===== src/source/arena_defs.svh =====
// Arena game constants
// Raster timing, sprite sizes, register map and palette
`ifndef ARENA_DEFS_SVH
`define ARENA_DEFS_SVH

// --------------------
// 640x480 raster, one pixel per Clk
`define H_VISIBLE 640
`define H_FRONT   16
`define H_SYNC    96
`define H_BACK    48
`define H_TOTAL   (`H_VISIBLE + `H_FRONT + `H_SYNC + `H_BACK)

`define V_VISIBLE 480
`define V_FRONT   10
`define V_SYNC    2
`define V_BACK    33
`define V_TOTAL   (`V_VISIBLE + `V_FRONT + `V_SYNC + `V_BACK)

// Box sides in pixels
`define SHIP_SIZE 40
`define TORP_SIZE 8
`define N_TORP    4

// --------------------
// Register map, addr[4] picks the player
`define ADDR_SHIP1_X 5'd0
`define ADDR_SHIP1_Y 5'd1
`define ADDR_TORP1_X 5'd2    // 2..5
`define ADDR_TORP1_Y 5'd6    // 6..9
`define ADDR_MASK1   5'd10
`define ADDR_SHIP2_X 5'd16
`define ADDR_SHIP2_Y 5'd17
`define ADDR_TORP2_X 5'd18   // 18..21
`define ADDR_TORP2_Y 5'd22   // 22..25
`define ADDR_MASK2   5'd26

// Palette, 24-bit RGB
`define COLOR_SHIP1 24'hFF2020
`define COLOR_SHIP2 24'h2040FF
`define COLOR_TORP1 24'hFFC000
`define COLOR_TORP2 24'h00E0E0
`define COLOR_BG    24'h101830

`endif

===== src/source/arena_pkg.sv =====
// Arena shared types
// Screen coordinate and the register write word
package arena_pkg;

    // Screen coordinate, 0..1023
    typedef logic [9:0] coord_t;

    // Torpedo-off mask register layout
    typedef struct packed {
        logic [5:0] unused;
        logic [3:0] torp_off;   // Bit i hides torpedo i
    } torp_mask_t;

    // --------------------
    // One write word, two decodes
    // Position addresses read it as a coordinate,
    // mask addresses read it as the torpedo-off mask
    typedef union packed {
        coord_t     coord;
        torp_mask_t mask;
    } arena_word_u;

endpackage


===== src/source/arena_top.sv =====
// Arena top level
// Raster timing, game registers, two player layers, mixer and hex digits
`timescale 1ns/1ps
`include "arena_defs.svh"

module arena_top import arena_pkg::*; (
    input  logic        Clk,
    input  logic        arst_n,
    input  logic        reg_we,
    input  logic [4:0]  reg_addr,
    input  arena_word_u reg_wdata,
    output logic [7:0]  vga_r,
    output logic [7:0]  vga_g,
    output logic [7:0]  vga_b,
    output logic        vga_hs,
    output logic        vga_vs,
    output logic        vga_blank_n,
    output logic [6:0]  hex0,
    output logic [6:0]  hex1
);

    coord_t     draw_x, draw_y;
    logic       hs_raw, vs_raw, visible;

    coord_t     ship1_x, ship1_y, ship2_x, ship2_y;
    coord_t     torp1_x [`N_TORP];
    coord_t     torp1_y [`N_TORP];
    coord_t     torp2_x [`N_TORP];
    coord_t     torp2_y [`N_TORP];
    logic [3:0] torp1_off, torp2_off;

    logic       ship1_hit, torp1_hit;
    logic       ship2_hit, torp2_hit;

    // --------------------
    vga_timing u_vga_timing (
        .Clk     (Clk),
        .arst_n  (arst_n),
        .draw_x  (draw_x),
        .draw_y  (draw_y),
        .hs_raw  (hs_raw),
        .vs_raw  (vs_raw),
        .visible (visible)
    );

    game_state_regs u_game_state_regs (
        .Clk       (Clk),
        .arst_n    (arst_n),
        .reg_we    (reg_we),
        .reg_addr  (reg_addr),
        .reg_wdata (reg_wdata),
        .ship1_x   (ship1_x),
        .ship1_y   (ship1_y),
        .ship2_x   (ship2_x),
        .ship2_y   (ship2_y),
        .torp1_x   (torp1_x),
        .torp1_y   (torp1_y),
        .torp2_x   (torp2_x),
        .torp2_y   (torp2_y),
        .torp1_off (torp1_off),
        .torp2_off (torp2_off)
    );

    // --------------------
    // One layer per player
    player_layer u_layer1 (
        .draw_x   (draw_x),
        .draw_y   (draw_y),
        .ship_x   (ship1_x),
        .ship_y   (ship1_y),
        .torp_x   (torp1_x),
        .torp_y   (torp1_y),
        .torp_off (torp1_off),
        .ship_hit (ship1_hit),
        .torp_hit (torp1_hit)
    );

    player_layer u_layer2 (
        .draw_x   (draw_x),
        .draw_y   (draw_y),
        .ship_x   (ship2_x),
        .ship_y   (ship2_y),
        .torp_x   (torp2_x),
        .torp_y   (torp2_y),
        .torp_off (torp2_off),
        .ship_hit (ship2_hit),
        .torp_hit (torp2_hit)
    );

    pixel_mixer u_pixel_mixer (
        .Clk         (Clk),
        .arst_n      (arst_n),
        .visible     (visible),
        .hs_raw      (hs_raw),
        .vs_raw      (vs_raw),
        .ship1_hit   (ship1_hit),
        .ship2_hit   (ship2_hit),
        .torp1_hit   (torp1_hit),
        .torp2_hit   (torp2_hit),
        .vga_r       (vga_r),
        .vga_g       (vga_g),
        .vga_b       (vga_b),
        .vga_hs      (vga_hs),
        .vga_vs      (vga_vs),
        .vga_blank_n (vga_blank_n)
    );

    // Ship 1 x, low byte
    seven_seg_decoder u_hex0 (.nibble(ship1_x[3:0]), .segments(hex0));
    seven_seg_decoder u_hex1 (.nibble(ship1_x[7:4]), .segments(hex1));

endmodule


===== src/source/seven_seg_decoder.sv =====
// Hex digit decoder, active-low segments, bit 0 is segment a
`timescale 1ns/1ps

module seven_seg_decoder (
    input  logic [3:0] nibble,
    output logic [6:0] segments
);

    always_comb begin
        unique case (nibble)
            4'h0: segments = 7'b1000000;
            4'h1: segments = 7'b1111001;
            4'h2: segments = 7'b0100100;
            4'h3: segments = 7'b0110000;
            4'h4: segments = 7'b0011001;
            4'h5: segments = 7'b0010010;
            4'h6: segments = 7'b0000010;
            4'h7: segments = 7'b1111000;
            4'h8: segments = 7'b0000000;
            4'h9: segments = 7'b0010000;
            4'hA: segments = 7'b0001000;
            4'hB: segments = 7'b0000011;   // Lower case b
            4'hC: segments = 7'b1000110;
            4'hD: segments = 7'b0100001;   // Lower case d
            4'hE: segments = 7'b0000110;
            4'hF: segments = 7'b0001110;
        endcase
    end

endmodule


===== src/source/pixel_mixer.sv =====
// Pixel mixer
// Fixed-priority colour pick and the registered VGA output stage
`timescale 1ns/1ps
`include "arena_defs.svh"

module pixel_mixer (
    input  logic       Clk,
    input  logic       arst_n,
    input  logic       visible,
    input  logic       hs_raw,
    input  logic       vs_raw,
    input  logic       ship1_hit,
    input  logic       ship2_hit,
    input  logic       torp1_hit,
    input  logic       torp2_hit,
    output logic [7:0] vga_r,
    output logic [7:0] vga_g,
    output logic [7:0] vga_b,
    output logic       vga_hs,
    output logic       vga_vs,
    output logic       vga_blank_n
);

    logic [23:0] color;
    logic [23:0] rgb_next;

    // --------------------
    // Priority, ship 1 on top
    always_comb begin
        if (ship1_hit)
            color = `COLOR_SHIP1;
        else if (ship2_hit)
            color = `COLOR_SHIP2;
        else if (torp1_hit)
            color = `COLOR_TORP1;
        else if (torp2_hit)
            color = `COLOR_TORP2;
        else
            color = `COLOR_BG;
    end

    assign rgb_next = visible ? color : 24'h000000;   // Black in blanking

    // --------------------
    // Colour, sync and blank leave together
    always_ff @(posedge Clk or negedge arst_n) begin
        if (!arst_n) begin
            vga_r       <= '0;
            vga_g       <= '0;
            vga_b       <= '0;
            vga_hs      <= 1'b1;   // Inactive
            vga_vs      <= 1'b1;
            vga_blank_n <= 1'b0;
        end else begin
            vga_r       <= rgb_next[23:16];
            vga_g       <= rgb_next[15:8];
            vga_b       <= rgb_next[7:0];
            vga_hs      <= hs_raw;
            vga_vs      <= vs_raw;
            vga_blank_n <= visible;
        end
    end

endmodule


===== src/source/player_layer.sv =====
// Player layer
// Box hit tests for one ship and its torpedoes at the current pixel
`timescale 1ns/1ps
`include "arena_defs.svh"

module player_layer import arena_pkg::*; (
    input  coord_t     draw_x,
    input  coord_t     draw_y,
    input  coord_t     ship_x,
    input  coord_t     ship_y,
    input  coord_t     torp_x [`N_TORP],
    input  coord_t     torp_y [`N_TORP],
    input  logic [3:0] torp_off,
    output logic       ship_hit,
    output logic       torp_hit
);

    // True when pix lies in [base, base+size-1]
    // 11-bit limit so a box past 1023 is clipped, never wrapped
    function automatic logic in_span(coord_t pix, coord_t base, int unsigned size);
        logic [10:0] lim;
        lim = {1'b0, base} + 11'(size);
        return (pix >= base) && ({1'b0, pix} < lim);
    endfunction

    assign ship_hit = in_span(draw_x, ship_x, `SHIP_SIZE) &&
                      in_span(draw_y, ship_y, `SHIP_SIZE);

    // --------------------
    // Torpedoes, OR over the live ones
    always_comb begin
        torp_hit = 1'b0;
        for (int i = 0; i < `N_TORP; i++) begin
            if (!torp_off[i] &&
                in_span(draw_x, torp_x[i], `TORP_SIZE) &&
                in_span(draw_y, torp_y[i], `TORP_SIZE))
                torp_hit = 1'b1;
        end
    end

endmodule


===== src/source/game_state_regs.sv =====
// Game state register file
// Ship and torpedo positions plus torpedo-off masks for both players
`timescale 1ns/1ps
`include "arena_defs.svh"

module game_state_regs import arena_pkg::*; (
    input  logic        Clk,
    input  logic        arst_n,
    input  logic        reg_we,
    input  logic [4:0]  reg_addr,
    input  arena_word_u reg_wdata,
    output coord_t      ship1_x,
    output coord_t      ship1_y,
    output coord_t      ship2_x,
    output coord_t      ship2_y,
    output coord_t      torp1_x [`N_TORP],
    output coord_t      torp1_y [`N_TORP],
    output coord_t      torp2_x [`N_TORP],
    output coord_t      torp2_y [`N_TORP],
    output logic [3:0]  torp1_off,
    output logic [3:0]  torp2_off
);

    localparam int TI_W = $clog2(`N_TORP);

    // Index 0 is player 1, index 1 is player 2
    coord_t     ship_x_q  [2];
    coord_t     ship_y_q  [2];
    coord_t     torp_x_q  [2][`N_TORP];
    coord_t     torp_y_q  [2][`N_TORP];
    logic [3:0] torp_off_q [2];

    logic       pl;
    logic [4:0] offs;       // Address relative to the player's base
    logic [4:0] tx_idx;
    logic [4:0] ty_idx;
    logic       tx_hit;
    logic       ty_hit;

    // --------------------
    // Address decode
    assign pl     = reg_addr[4];
    assign offs   = reg_addr - (pl ? `ADDR_SHIP2_X : `ADDR_SHIP1_X);
    assign tx_idx = offs - `ADDR_TORP1_X;
    assign ty_idx = offs - `ADDR_TORP1_Y;
    assign tx_hit = (offs >= `ADDR_TORP1_X) && (offs < `ADDR_TORP1_X + `N_TORP);
    assign ty_hit = (offs >= `ADDR_TORP1_Y) && (offs < `ADDR_TORP1_Y + `N_TORP);

    always_ff @(posedge Clk or negedge arst_n) begin
        if (!arst_n) begin
            for (int p = 0; p < 2; p++) begin
                ship_x_q[p]   <= '0;
                ship_y_q[p]   <= '0;
                torp_off_q[p] <= '0;
                for (int t = 0; t < `N_TORP; t++) begin
                    torp_x_q[p][t] <= '0;
                    torp_y_q[p][t] <= '0;
                end
            end
        end else if (reg_we) begin
            if (offs == `ADDR_SHIP1_X)
                ship_x_q[pl] <= reg_wdata.coord;
            else if (offs == `ADDR_SHIP1_Y)
                ship_y_q[pl] <= reg_wdata.coord;
            else if (tx_hit)
                torp_x_q[pl][tx_idx[TI_W-1:0]] <= reg_wdata.coord;
            else if (ty_hit)
                torp_y_q[pl][ty_idx[TI_W-1:0]] <= reg_wdata.coord;
            else if (offs == `ADDR_MASK1)
                torp_off_q[pl] <= reg_wdata.mask.torp_off;   // Mask view
            // Anything else is dropped
        end
    end

    // --------------------
    assign ship1_x   = ship_x_q[0];
    assign ship1_y   = ship_y_q[0];
    assign ship2_x   = ship_x_q[1];
    assign ship2_y   = ship_y_q[1];
    assign torp1_x   = torp_x_q[0];
    assign torp1_y   = torp_y_q[0];
    assign torp2_x   = torp_x_q[1];
    assign torp2_y   = torp_y_q[1];
    assign torp1_off = torp_off_q[0];
    assign torp2_off = torp_off_q[1];

endmodule


===== src/source/vga_timing.sv =====
// VGA raster timing
// Pixel counters with sync and visible-area decode
`timescale 1ns/1ps
`include "arena_defs.svh"

module vga_timing import arena_pkg::*; (
    input  logic   Clk,
    input  logic   arst_n,
    output coord_t draw_x,
    output coord_t draw_y,
    output logic   hs_raw,     // Active low
    output logic   vs_raw,     // Active low
    output logic   visible
);

    // Sync windows
    localparam int HS_START = `H_VISIBLE + `H_FRONT;
    localparam int HS_END   = HS_START + `H_SYNC;
    localparam int VS_START = `V_VISIBLE + `V_FRONT;
    localparam int VS_END   = VS_START + `V_SYNC;

    coord_t h_cnt;
    coord_t v_cnt;
    logic   h_last;
    logic   v_last;

    assign h_last = (h_cnt == coord_t'(`H_TOTAL - 1));
    assign v_last = (v_cnt == coord_t'(`V_TOTAL - 1));

    // --------------------
    // Raster counters, x first then y
    always_ff @(posedge Clk or negedge arst_n) begin
        if (!arst_n) begin
            h_cnt <= '0;
            v_cnt <= '0;
        end else if (h_last) begin
            h_cnt <= '0;
            if (v_last)
                v_cnt <= '0;         // End of frame
            else
                v_cnt <= v_cnt + 1'b1;
        end else begin
            h_cnt <= h_cnt + 1'b1;
        end
    end

    // --------------------
    // Decode straight from the counters
    assign draw_x  = h_cnt;
    assign draw_y  = v_cnt;

    assign hs_raw  = !((h_cnt >= HS_START) && (h_cnt < HS_END));
    assign vs_raw  = !((v_cnt >= VS_START) && (v_cnt < VS_END));
    assign visible = (h_cnt < `H_VISIBLE) && (v_cnt < `V_VISIBLE);

endmodule


===== config.mk =====
export PLATFORM = sky130hd
export DESIGN_NAME = arena_top
export DESIGN_NICKNAME = d
export VERILOG_FILES = /design/src/source/arena_pkg.sv /design/src/source/arena_top.sv /design/src/source/seven_seg_decoder.sv /design/src/source/pixel_mixer.sv /design/src/source/player_layer.sv /design/src/source/game_state_regs.sv /design/src/source/vga_timing.sv
export VERILOG_INCLUDE_DIRS = /design/src /design/src/source
export SDC_FILE = /design/constraint.sdc
export NUM_CORES = 1
export LEC_CHECK = 0
export BUFFER_PORTS_ARGS = -buffer_cell sky130_fd_sc_hd__buf_4
export CORE_MARGIN = 1
export CORE_UTILIZATION = 40
export DETAILED_ROUTE_END_ITERATION = 7
export PLACE_DENSITY_LB_ADDON = 0.1
export SLEW_MARGIN = 10
export SYNTH_ARGS = -nofsm -noshare
export SYNTH_HDL_FRONTEND = slang
export SYNTH_SLANG_ARGS = --single-unit

===== constraint.sdc =====
create_clock -name Clk -period 5.9 [get_ports Clk]
set_input_delay 0.59 -clock Clk [delete_from_list [all_inputs] [get_ports Clk]]
set_output_delay 0.59 -clock Clk [all_outputs]
set_load 0.05 [all_outputs]

=== Yosys cells after proc, flatten, opt, wreduce, memory -nomap -nowiden ===
Memories as Yosys holds them, arrays and structs flattened.
Cells that the tools add are included.

* Flip-flop bits (word level): 255
* Latch bits: 0
* Bits in writable memories: 0
* Memory bits (read-only): 224
* Bits of input ports: 18
* Memories kept: 2

* Add/subtract/negate cells: 25
* Multipliers: 0
* Div/mod/pow operators: 0
* $lt $le $gt $ge: 56
* Eq/ne operators: 4
* Shift-type cells: 0
* Mux-type cells: 33
* Bitwise gates (word level): 7
* Reduce and logical (&&, ||, !) cells: 62

{| class="wikitable"
|+ Memories
! name !! depth !! width !! rd ports !! clocked after memory_dff !! write ports !! line !! text
|-
| (name not given) || 16 || 7 || 1 || 0 || 0 || seven_seg_decoder.sv:10 || <nowiki>unique case (nibble)</nowiki>
|-
| (name not given) || 16 || 7 || 1 || 0 || 0 || seven_seg_decoder.sv:10 ||
|}

{| class="wikitable"
|+ Operators with widths
! cell !! count
|-
| 10-bit by 11-bit less-than comparator with 1-bit output || 20
|-
| 10-bit >= comparator || 20
|-
| 10-bit by 4-bit adder with 11-bit output (second input constant) || 16
|-
| 80-bit bitwise mux || 2
|-
| 24-bit two-way mux || 4
|-
| 40-bit demux with 1-bit select || 2
|-
| 40-bit two-way mux || 2
|-
| 10-bit two-way mux || 5
|-
| 1-bit logical AND || 46
|-
| 10-bit by 6-bit adder with 11-bit output (second input constant) || 4
|-
| 20-bit bitwise mux || 2
|-
| 10-bit demux with 2-bit select || 2
|-
| 21-bit two-way mux || 1
|-
| 10-bit by 1-bit adder with 10-bit output (second input constant) || 2
|-
| 10-bit equality test (second input constant) || 2
|-
| 10-bit less-than comparator (second input constant) || 2
|-
| 10-bit by 9-bit less-than comparator with 1-bit output (second input constant) || 2
|-
| 10-bit demux with 1-bit select || 1
|-
| 10-bit >= comparator (second input constant) || 1
|-
| 10-bit by 9-bit >= comparator with 1-bit output (second input constant) || 1
|-
| 1-bit zero test || 10
|-
| 8-bit bitwise mux || 1
|-
| 1-bit two-way mux || 8
|-
| 3-bit >= comparator (second input constant) || 2
|-
| 23 further kinds || 29
|}

=== Longest topological paths before layout ===
* Word-level depth: 14
* Mapped depth: 14
* Depth with buffers taken out: 14

=== Modules after synthesis ===
Synthesis repeated with hierarchy kept, for this count alone.

* Cell total of the unflattened synthesis: 2,012
* Area total of the unflattened synthesis: 20,068.0 sq um

{| class="wikitable"
|+ By module, submodules not included
! module !! instances !! cells each !! area each (sq um) !! seq. area each (sq um)
|-
| game_state_regs || 1 || 480 || 7,950.1 || 5,205.0
|-
| player_layer at u_layer2 || 1 || 660 || 4,959.8 || 0.0
|-
| player_layer at u_layer1 || 1 || 644 || 4,909.7 || 0.0
|-
| vga_timing || 1 || 116 || 1,113.6 || 500.5
|-
| pixel_mixer || 1 || 49 || 598.1 || 352.8
|-
| seven_seg_decoder at u_hex1 || 1 || 32 || 275.3 || 0.0
|-
| seven_seg_decoder at u_hex0 || 1 || 31 || 261.5 || 0.0
|}

=== Least setup slack after synthesis ===
OpenSTA, ideal clock, no wires.

* Path type: register to register
* From: reg u_game_state_regs.ship_x_q (netlist bit u_game_state_regs.ship1_x[5])
* To: reg u_pixel_mixer.vga_b[6]
* Arrival: 2.622 ns
* Slack: 3.160 ns
* Cell stages (with the launch flop): 13
* Clock period less this slack: 2.740 ns
* Cells stage by stage: dfrtp_1 inv_1 ha_1 a21oi_1 nor2_1 xnor2_1 ha_1 a21o_1 a21oi_1 o2111ai_1 a2111oi_4 or2b_4 o21ba_1

* Cells in the longest elaborated chain, start to end: 6
* Elaborated cells between the ends (all ways): 7

{| class="wikitable"
|+ Ends and longest elaborated chain
! what !! line !! text
|-
| start, declared || game_state_regs.sv:27 || <nowiki>coord_t ship_x_q [2];</nowiki>
|-
| start signal, assigned by index || game_state_regs.sv:62 || <nowiki>ship_x_q[pl] <= reg_wdata.coord;</nowiki>
|-
| 10-bit by 6-bit adder with 11-bit output || player_layer.sv:22 || <nowiki>lim = {1'b0, base} + 11'(size);</nowiki>
|-
| 10-bit by 11-bit less-than comparator with 1-bit output || player_layer.sv:23 || <nowiki>return (pix >= base) && ({1'b0, pix} < lim);</nowiki>
|-
| 1-bit logical AND * || player_layer.sv:23 ||
|-
| 1-bit logical AND * || player_layer.sv:26 || <nowiki>assign ship_hit = in_span(draw_x, ship_x, `SHIP_SIZE) &&</nowiki>
|-
| 24-bit two-way mux * || pixel_mixer.sv:30 || <nowiki>if (ship1_hit)</nowiki>
|-
| 24-bit two-way mux * || pixel_mixer.sv:42 || <nowiki>assign rgb_next = visible ? color : 24'h000000;</nowiki>
|-
| via u_pixel_mixer.rgb_next[6] || pixel_mixer.sv:25 || <nowiki>logic [23:0] rgb_next;</nowiki>
|-
| end signal, assigned || pixel_mixer.sv:57 || <nowiki>vga_b <= rgb_next[7:0];</nowiki>
|-
| end, declared || pixel_mixer.sv:18 || <nowiki>output logic [7:0] vga_b,</nowiki>
|}

Mark *: on every way through the listed nets, which the timed path passes. The rest lies on a longest branch.
A chain may end at the register's enable or synchronous reset.

=== Worst setup path in the final report ===
* From: reg u_vga_timing.h_cnt[2] (netlist: u_vga_timing.draw_x[2])
* To: reg u_pixel_mixer.vga_r[4]

* Cells in the longest elaborated chain, start to end: 13
* Elaborated cells between the ends (all ways): 63

{| class="wikitable"
|+ Ends and longest elaborated chain
! what !! line !! text
|-
| start, declared || vga_timing.sv:22 || <nowiki>coord_t h_cnt;</nowiki>
|-
| start signal, assigned || vga_timing.sv:43 || <nowiki>h_cnt <= h_cnt + 1'b1;</nowiki>
|-
| 10-bit by 11-bit less-than comparator with 1-bit output / 10-bit >= comparator (equally long branches) || player_layer.sv:23 ||
|-
| 1-bit logical AND || player_layer.sv:23 ||
|-
| 1-bit logical AND (2 in series) || player_layer.sv:34 || <nowiki>if (!torp_off[i] &&</nowiki>
|-
| 1-bit two-way mux (4 in series) || player_layer.sv:34 ||
|-
| 21-bit two-way mux || pixel_mixer.sv:36 || <nowiki>else if (torp2_hit)</nowiki>
|-
| 24-bit two-way mux || pixel_mixer.sv:34 || <nowiki>else if (torp1_hit)</nowiki>
|-
| 24-bit two-way mux || pixel_mixer.sv:32 || <nowiki>else if (ship2_hit)</nowiki>
|-
| 24-bit two-way mux || pixel_mixer.sv:30 ||
|-
| 24-bit two-way mux * || pixel_mixer.sv:42 ||
|-
| via u_pixel_mixer.rgb_next[20] || pixel_mixer.sv:25 ||
|-
| end signal, assigned || pixel_mixer.sv:55 || <nowiki>vga_r <= rgb_next[23:16];</nowiki>
|-
| end, declared || pixel_mixer.sv:16 || <nowiki>output logic [7:0] vga_r,</nowiki>
|}

Marks and branches as above.

==> impl_results.md <==
* Worst Tran Pin Value at about 1.2 ns
* Routed via count at 15424
* WL/cell at 20.0 um
* Die area at around 0.050 sq mm
* Synth top area cells: dfrtp_1 (31%), ha_1 (24%), mux2_2 (8.4%)
* Worst VDD drop at between 200 and 300 uV
* Fin crit share at 66.6%
* Status: completed
* Slew HR at 19.8%
* Final hold violation count at 0
* Critical path origin: u_vga_timing.draw_x[2]
* Port bufs at 55
* Buf/Inv on CP at 0
* Core ar. at approximately 0.048 sq mm
* DP Worst Slack at between 2 and 2.5 ns
* Startpoint Class: register
* CP Class: reg -> reg
* Synthesized flop and latch total at between 200 and 250
* Hpwl dp at 39.7 mm
* Highest-delay cell along the critical path: dfrtp_1
* Max-slew violations at 0
* Post-Synthesis Cells at 2097
* # resized after CTS at 0
* CTS Buffer Depth at 3
* Async S/R FF share, synth at between 90% and 100%
* Fill count at 4585
* RD Place Congestion at 0.860
* Hold WC Path Type: in -> async
* Number of DRC markers in iteration 0 at 726
* Hold WS at roughly 0.08 ns
* Post-synth EDFFs at 0
* Worst-path clk slew at 0.06 ns
* Post-DP Area at 0.0209 sq mm
* Total Routing Usage GR at 23.1%
* Reg2reg setup slack at roughly 2 ns
* Post-synth top area share at 30.5%
* Most used DFF post-synth: dfrtp_1
* TritonRoute pass-1 iters at 5
* Post-CTS Hold Buffers at 0
* Kind of end point of the critical path: register
* Clock Latency Late Sink at 0.55 ns
* Critical path required time at 6.35 ns
* Vias/cell at 5.43
* Max Fclk at 255 MHz
* Clock Tree Root: clkbuf_16
* Initial Util at between 40% and 50%
* RSZ-0062 raised after global routing: no
* Synth warn at 0
* Leakage power at 10.7 nW
* Max cap viols at 0
* GRT overflow at 0
* DR DRC count at 0
* Worst R2R Start: u_vga_timing.draw_x[2]
* WL final at between 50 and 60 mm
* TritonCTS buffer count at 34
* Worst path most repeated cell: a21oi_1
* Setup TNS at 0 ns
* Layout Nets at approximately 2600
* Die Span X at 224 um
* Power Density at 314 mW/mm^2
* Slowest stage delay, CP at 0.82 ns
* WP data arrival at 4.38 ns
* Syn Area/Cell at 9.39 sq um
* H-tree depth at 2
* Final Cell Area at 0.0220 sq mm
* TritonCTS clock tree: done
* Share of cells above drive strength 1 at between 10% and 20%
* Pwr Total at 0.00691 W
* Cell family with most CP delay: compound AO/OA/AOI/OAI gates
* Pin count of the biggest net entering global routing at 130
* Clk sinks at 242
* Antenna-violating nets left at 0
* Row count at 80
* Seq/Total Area, Yosys at 30.8%
* Ports at slightly below 60
* Die height at between 200 and 250 um
* Final setup vio count at 0
* Syn-to-layout area delta at 12.0%
* Final WS setup at 1.97 ns
* Critical-path maximum fanout at 14
* First-pass GRT wire length at roughly 88 mm
* Tmin final at about 4 ns
* Worst-path cell chain: ha_1 -> a21oi_1 -> a21oi_1 -> a2111oi_0 -> nor3_1 -> a211oi_1 -> a22oi_1 -> nand3_1 -> nor2b_1 -> o31ai_1
* Clock Skews at 0.0104 ns
* Synth Cell Area at about 0.020 sq mm
* ANT cells at 0
* Count of cell types in the netlist at roughly 70
* Cell taking the most area after synthesis: dfrtp_1
* Vias in the first global route at 15243
* Initial antenna violation count at 1
* Post-CTS setup buffers at 0
-- synth_stat cells, types with 4 or more instances --
library cell,count
nor3_1,42
and3_1,21
o22ai_1,5
mux2_2,147
o31ai_1,5
o2111ai_1,12
nor2_1,77
a211oi_1,23
xor2_1,9
nand4_1,26
nand3_1,77
clkbuf_1,39
a21o_1,29
ha_1,376
and2_1,5
or4_1,5
a221oi_1,4
a2111oi_0,10
nor2b_1,22
buf_4,13
o21ai_0,159
a31o_2,4
nand2_1,149
a31oi_1,17
o21a_1,17
inv_1,230
o211ai_1,13
or3_1,4
nand2b_1,33
xnor2_1,101
nor4_1,16
dfrtp_1,240
nand3b_1,6
a21oi_1,102
-- cell families (layout without fill, tap and decap cells) --
logic type	after synthesis	in the layout	share of synthesized area [%]
adder cells (fa/ha/maj)	376	376	23.9
other	1	3	0.0191
AO/OA/AOI/OAI	439	439	13.8
AND/OR/NAND/NOR	494	494	12.3
XOR/XNOR	110	110	4.89
flip-flops	242	242	30.8
multiplexers	151	151	8.68
buffers and inverters	284	368	5.66
-- stage by stage --
stage | utilization (%) | instances
after floorplan | - | 2099
final | 45.8 | 2839
after CTS | 45.8 | 2839
after global routing | 45.8 | 2839
after detailed placement | 43.3 | 2780
after global placement | 43.3 | 2780
-- layout make-up --
class / count / area (sq um) / share of cell area (%)
Clock buffer: 50 / 1020 / 4.65
Clock inverter: 9 / 145 / 0.659
Inverter: 231 / 867 / 3.93
Multi-Input combinational cell: 1573 / 12500 / 56.8
Sequential cell: 242 / 6060 / 27.5
Tap cell: 656 / 821 / 3.72
Timing Repair Buffer: 78 / 606 / 2.75
-- metal layers --
metal,track usage (%),wire [um]
met1,31.8,27300
met2,38.2,26000
met3,3.12,2100
met4,6.03,1310
met5,0,0
-- path summary, 6_finish.rpt --
kind / end / cells after the start
worst min register to register: u_game_state_regs.ship2_y[1] / 1
min in group Clk: u_game_state_regs.torp1_x[9] / 3
worst max-delay path: u_pixel_mixer.vga_r[4] / 10
worst max register to register: u_pixel_mixer.vga_r[4] / 10
worst min-delay path: u_game_state_regs.torp2_y[34] / 1
max in group asynchronous: u_game_state_regs.ship2_x[6] / 2
-- layout by cell type (no fill, tap or decap), types with 10 or more instances in the layout --
cell type	n
and3_1	21
a2111oi_0	10
mux2_2	147
a21oi_1	102
ha_1	376
nand2_1	149
nand2b_1	33
o2111ai_1	12
nor2b_1	22
nand4_1	26
nor2_1	77
nor4_1	16
inv_1	230
dfrtp_1	240
a21o_1	29
xnor2_1	101
a31oi_1	17
buf_4	76
nand3_1	77
clkbuf_16	37
a211oi_1	23
o211ai_1	13
nor3_1	42
o21a_1	17
o21ai_0	159
-- sequential cells by signal, indices dropped and copies added, names as in the netlist --
register,count
u_pixel_mixer.vga_blank_n,1
u_pixel_mixer.vga_b,4
u_game_state_regs.ship1_x,10
u_game_state_regs.torp2_x,40
u_vga_timing.draw_y,10
u_game_state_regs.torp1_off,4
u_pixel_mixer.vga_r,3
u_pixel_mixer.vga_vs,1
u_vga_timing.draw_x,10
u_game_state_regs.ship1_y,10
u_game_state_regs.torp1_y,40
u_game_state_regs.torp1_x,40
u_game_state_regs.torp2_off,4
u_game_state_regs.torp2_y,40
u_game_state_regs.ship2_y,10
u_pixel_mixer.vga_g,4
u_game_state_regs.ship2_x,10
u_pixel_mixer.vga_hs,1
-- power breakdown --
group	switching [W]	total, W	leakage (nW)	internal, W
clock network	0.000812	0.00219	0.577	0.00137
logic	0.00137	0.00241	7.17	0.00104
registers	0.000320	0.00232	3.00	0.00200
total	0.00250	0.00691	10.7	0.00441
Note: power is estimated with default switching activity, not from simulation.
